### src/dsp_pkg.sv
`default_nettype none

package dsp_pkg;

   typedef logic signed [23:0] fe_word_t;
   typedef logic signed [24:0] cordic_word_t;
   typedef logic [23:0]        phase_t;
   typedef logic signed [15:0] out_word_t;

   typedef struct packed {
      fe_word_t i;
      fe_word_t q;
   } iq24_t;

   typedef struct packed {
      out_word_t i;
      out_word_t q;
   } iq16_t;

   // Sample on the shared output bus, tagged with its channel
   typedef struct packed {
      logic  chan;
      iq16_t iq;
   } rx_sample_t;

   localparam int CIC_STAGES    = 4;
   localparam int CORDIC_STAGES = 20;

   // Saturate a wide signed value to the frontend sample width
   function automatic fe_word_t sat_fe(input logic signed [63:0] v);
      if (v > 64'sd8388607)
         return 24'sh7fffff;
      else if (v < -64'sd8388608)
         return 24'sh800000;
      else
         return v[23:0];
   endfunction

endpackage

`default_nettype wire

### src/rx_arbiter.sv
`timescale 1ns/10ps
`default_nettype none

module rx_arbiter (
   input  logic                 clk,
   input  logic                 rst,
   input  logic [1:0]           stb_i,
   input  dsp_pkg::iq16_t [1:0] iq_i,
   output dsp_pkg::rx_sample_t  sample_o,
   output logic                 strobe_o
);

   logic [1:0]           pend;
   logic [1:0]           req;
   logic [1:0]           gnt;
   logic                 prio;
   dsp_pkg::iq16_t [1:0] held;
   dsp_pkg::iq16_t [1:0] cur;

   // A fresh strobe competes in its own cycle, a held entry waits one more
   always_comb begin
      req = pend | stb_i;
      for (int c = 0; c < 2; c++)
      begin
         cur[c] = pend[c] ? held[c] : iq_i[c];
      end
      gnt = (&req) ? (2'b01 << prio) : req;
   end

   always_ff @(posedge clk) begin
      if (rst) begin
         pend     <= '0;
         prio     <= 1'b0;
         strobe_o <= 1'b0;
      end
      else begin
         pend     <= req & ~gnt;
         strobe_o <= |req;
         if (|req)
            prio <= ~gnt[1];   // loser of this round wins the next tie
      end
   end

   always_ff @(posedge clk) begin
      for (int c = 0; c < 2; c++)
      begin
         if (!pend[c])
            held[c] <= iq_i[c];
      end
      if (|req)
         sample_o <= '{chan: gnt[1], iq: cur[gnt[1]]};
   end

   a_no_overwrite: assert property (@(posedge clk) disable iff (rst)
      (stb_i & pend) == 2'b00);

endmodule

`default_nettype wire

### config.mk
export PLATFORM = sky130hd
export DESIGN_NAME = rx_arbiter
export DESIGN_NICKNAME = d
export VERILOG_FILES = /design/src/dsp_pkg.sv /design/src/rx_arbiter.sv
export SDC_FILE = /design/constraint.sdc
export NUM_CORES = 1
export LEC_CHECK = 0
export ABC_CLOCK_PERIOD_IN_PS = 2000
export BUFFER_PORTS_ARGS = -buffer_cell sky130_fd_sc_hd__buf_4
export CAP_MARGIN = 25
export CORE_ASPECT_RATIO = 0.75
export CORE_MARGIN = 8
export CORE_UTILIZATION = 45
export CTS_CLUSTER_DIAMETER = 200
export DETAILED_ROUTE_END_ITERATION = 12
export HOLD_SLACK_MARGIN = 0.06
export PLACE_DENSITY = 0.84
export SLEW_MARGIN = 25
export SYNTH_ARGS = -nofsm -noshare
export SYNTH_HDL_FRONTEND = slang
export SYNTH_SLANG_ARGS = --single-unit
### constraint.sdc
create_clock -name clk -period 2 [get_ports clk]
set_input_delay 0.2 -clock clk [delete_from_list [all_inputs] [get_ports clk]]
set_output_delay 0.2 -clock clk [all_outputs]
set_load 0.05 [all_outputs]
==> reports/qor.yml <==
status:
  status: "complete, no violations"
hold_path:
  hold_depth: 2
  hold_path.class: "primary input to flip-flop"
drt:
  vias: 2102
  viasPerCell: 4.71
  wl_microns: 7540
  final_antenna_net_count: 0
  drcViolationCount: 0
  drt_iter0_drc: 94
  wl_per_cell_microns: 16.9
  drt_first_pass_iters: 6
floorplanning:
  die_area_sq_mm: 0.0116
  start_util_pct: 45.6
  rows: 29
  io_pins: 102
  core_area_sq_mm: 0.00831
  die_w_microns: 122
  die_y_microns: 95.4
pwr:
  internal_power_mw: 3.35
  cellPowerDensity_mw_per_mm2: 937
  swShare_pct: 26.7
  p_comb_share_pct: 19.7
  leakage_nw: 2.10
  clkPwrFrac_pct: 28.4
  seq_power_share_pct: 51.9
  ir_worst_vdd_mv: 0.435
  p_sw_mw: 1.22
timing:
  tns_ps: 0
  max-slew-margin-rel_pct: 78.5
  fin_worst_skew_ps: 14.2
  rsz0062_at_grt: "false"
  hold_viol: 0
  fmax_mhz: 598
  tightest_slew_ps: 322
  setup_viol: 0
  timing.final.crit_share_pct: 83.6
  fin_crit_ps: 1670
  slew_viol_final: 0
synth:
  ys_seq_area_share_pct: 62.1
  netlist_instances: 219
  synth_area_per_cell_sq_um: 17.3
  synth-seq-cells: 101
  syn_area_sq_mm: 0.00379
  synth.distinct_cells: 15
  ys_warn_count: 0
  syn-num-nets: 287
  ys_top_cells_by_area: "dfxtp_1 36%, edfxtp_1 26%, mux2_2 19%"
  synth_top_area_share_pct: 36.0
  synth_top_area_cell: "dfxtp_1"
worst_setup_path:
  cpMaxStageDelayCell: "dfxtp_2"
  crit_chain: "buf_4, mux2_2, mux2_4"
  ff2ff_path_depth: 3
  cpPeakStageDelay_ps: 530
  crit_type: "flip-flop to flip-flop"
  crit_arrival_ps: 1770
  cp_max_fo: 11
  cp-start-kind: "flip-flop"
  crit_path_end_kind: "flip-flop"
  crit_required_ps: 2100
run:
  cap_violations: 0
clocking:
  cts_tree: "yes"
  clk_latency_ps: 350
  path_clk_slew_ps: 100
  clockRootBuffer: "clkbuf_8"
  htreeDepth: 3
  clock_sinks: 101
  clk_path_buf_depth: 2
  cts.repair.resized: 0
  cts_buffers: 9
finish:
  area_growth_pct: 28.7
  seq_area_sq_mm: 0.00235
  stdcell_area_sq_mm: 0.00487
  post-route-util_pct: 58.7
  fillers: 653
  nets: 401
  multi_input_area_sq_mm: 0.00128
  n_antenna_cell: 0
  mostFrequentLayoutCells: "106 x buf_4, 66 x dfxtp_1, 65 x mux2_2"
  post_route_cells_drive_above_1_share_pct: 66.3
  layout_commonest_cell: "buf_4"
grt:
  antenna_found_initial: 0
  track_usage_pct: 13.2
  grt_pass1_wl_microns: 11700
  grt_max_degree: 34
  grt_pass1_vias: 2351
  overflow: 0
placed_design:
  place.gp.congestion: 0.704
  placed_area_sq_mm: 0.00461
  port_buffers: 101
  dp_hpwl_microns: 5510
==> flip-flops by register name (all words and copies together) (netlist names) <==
| register | flops |
|---|---|
| held | 64 |
| sample_o | 33 |
| pend | 2 |
| prio | 1 |
| strobe_o | 1 |
==> path summary, 6_finish.rpt <==
kind,start,to,slack (ps)
setup / recovery,pend[1],sample_o[9],330
hold / removal,iq_i[14],held[14],90
setup reg to reg,pend[1],sample_o[9],330
hold reg to reg,held[31],held[31],480
==> timing repair <==
| item | 4_1_cts | 5_1_grt |
|---|---|---|
| buffers inserted | 0 | 0 |
| endpoints found under the hold margin | 8 | 1 |
| hold buffers | 5 | 1 |
==> kinds of logic (layout without fill, tap and decap cells) <==
group	Yosys count	count (layout)	share of synthesized area [%]
and+or+nand+nor	7	7	1.39
muxes	96	96	31.6
DFF	101	101	62.1
buffers and inverters	12	131	4.06
AOI/OAI and AO/OA	3	3	0.793
==> critical path: cells and delay by family, from the launching register on <==
kind	cells	cell delay [ps]
multiplexers	2	640
flip-flops	1	530
buffers and inverters	1	260
==> metrics by stage <==
| step | power (mW) | std cells | setup WS [ps] | hold WS [ps] |
|---|---|---|---|---|
| CTS | 4.64 | 445 | 320 | 60.3 |
| detailed placement | 3.32 | 424 | 335 | 400 |
| floorplan | 3.03 | 219 | 146 | 269 |
| global route | 4.76 | 446 | 273 | 61.7 |
| finish | 4.57 | 446 | 329 | 89.1 |
| global placement | 3.29 | 424 | 358 | 394 |
==> synth_stat cells <==
library cell / n
buf_12: 3
edfxtp_1: 33
mux2_4: 31
inv_1: 1
buf_6: 8
or2_2: 1
nor2_1: 1
nor4_1: 1
dfxtp_1: 68
o22ai_4: 1
nor4b_1: 1
a21oi_1: 2
mux2_2: 65
nand2_1: 2
nor2_8: 1
==> cell type report <==
cell class | count | share of cell area, %
clock buffer | 12 | 2.98
multi-input combinational | 106 | 26.3
timing repair buffer | 114 | 18.4
inverter | 1 | 0.0770
tap | 108 | 2.77
sequential | 101 | 48.3
clock inverter | 4 | 1.16
==> per-layer routing <==
metal / up-vias / GRT usage [%] / wire length, microns
li1: 1022 / - / -
met5: - / 0 / 0
met4: 0 / 4.50 / 84
met2: 64 / 22.9 / 3880
met3: 10 / 4.85 / 540
met1: 1006 / 14.7 / 3040
==> power by group through the flow <==
| stage | combinational [mW] | clock, mW | sequential (mW) |
|---|---|---|---|
| after floorplan | 0.329 | 0 | 2.70 |
| after global placement | 0.880 | 0 | 2.41 |
| after detailed placement | 0.900 | 0 | 2.42 |
| after CTS | 0.908 | 1.36 | 2.38 |
| after global routing | 0.941 | 1.43 | 2.39 |
| final | 0.898 | 1.30 | 2.37 |
(Power assumes the default switching activity.)
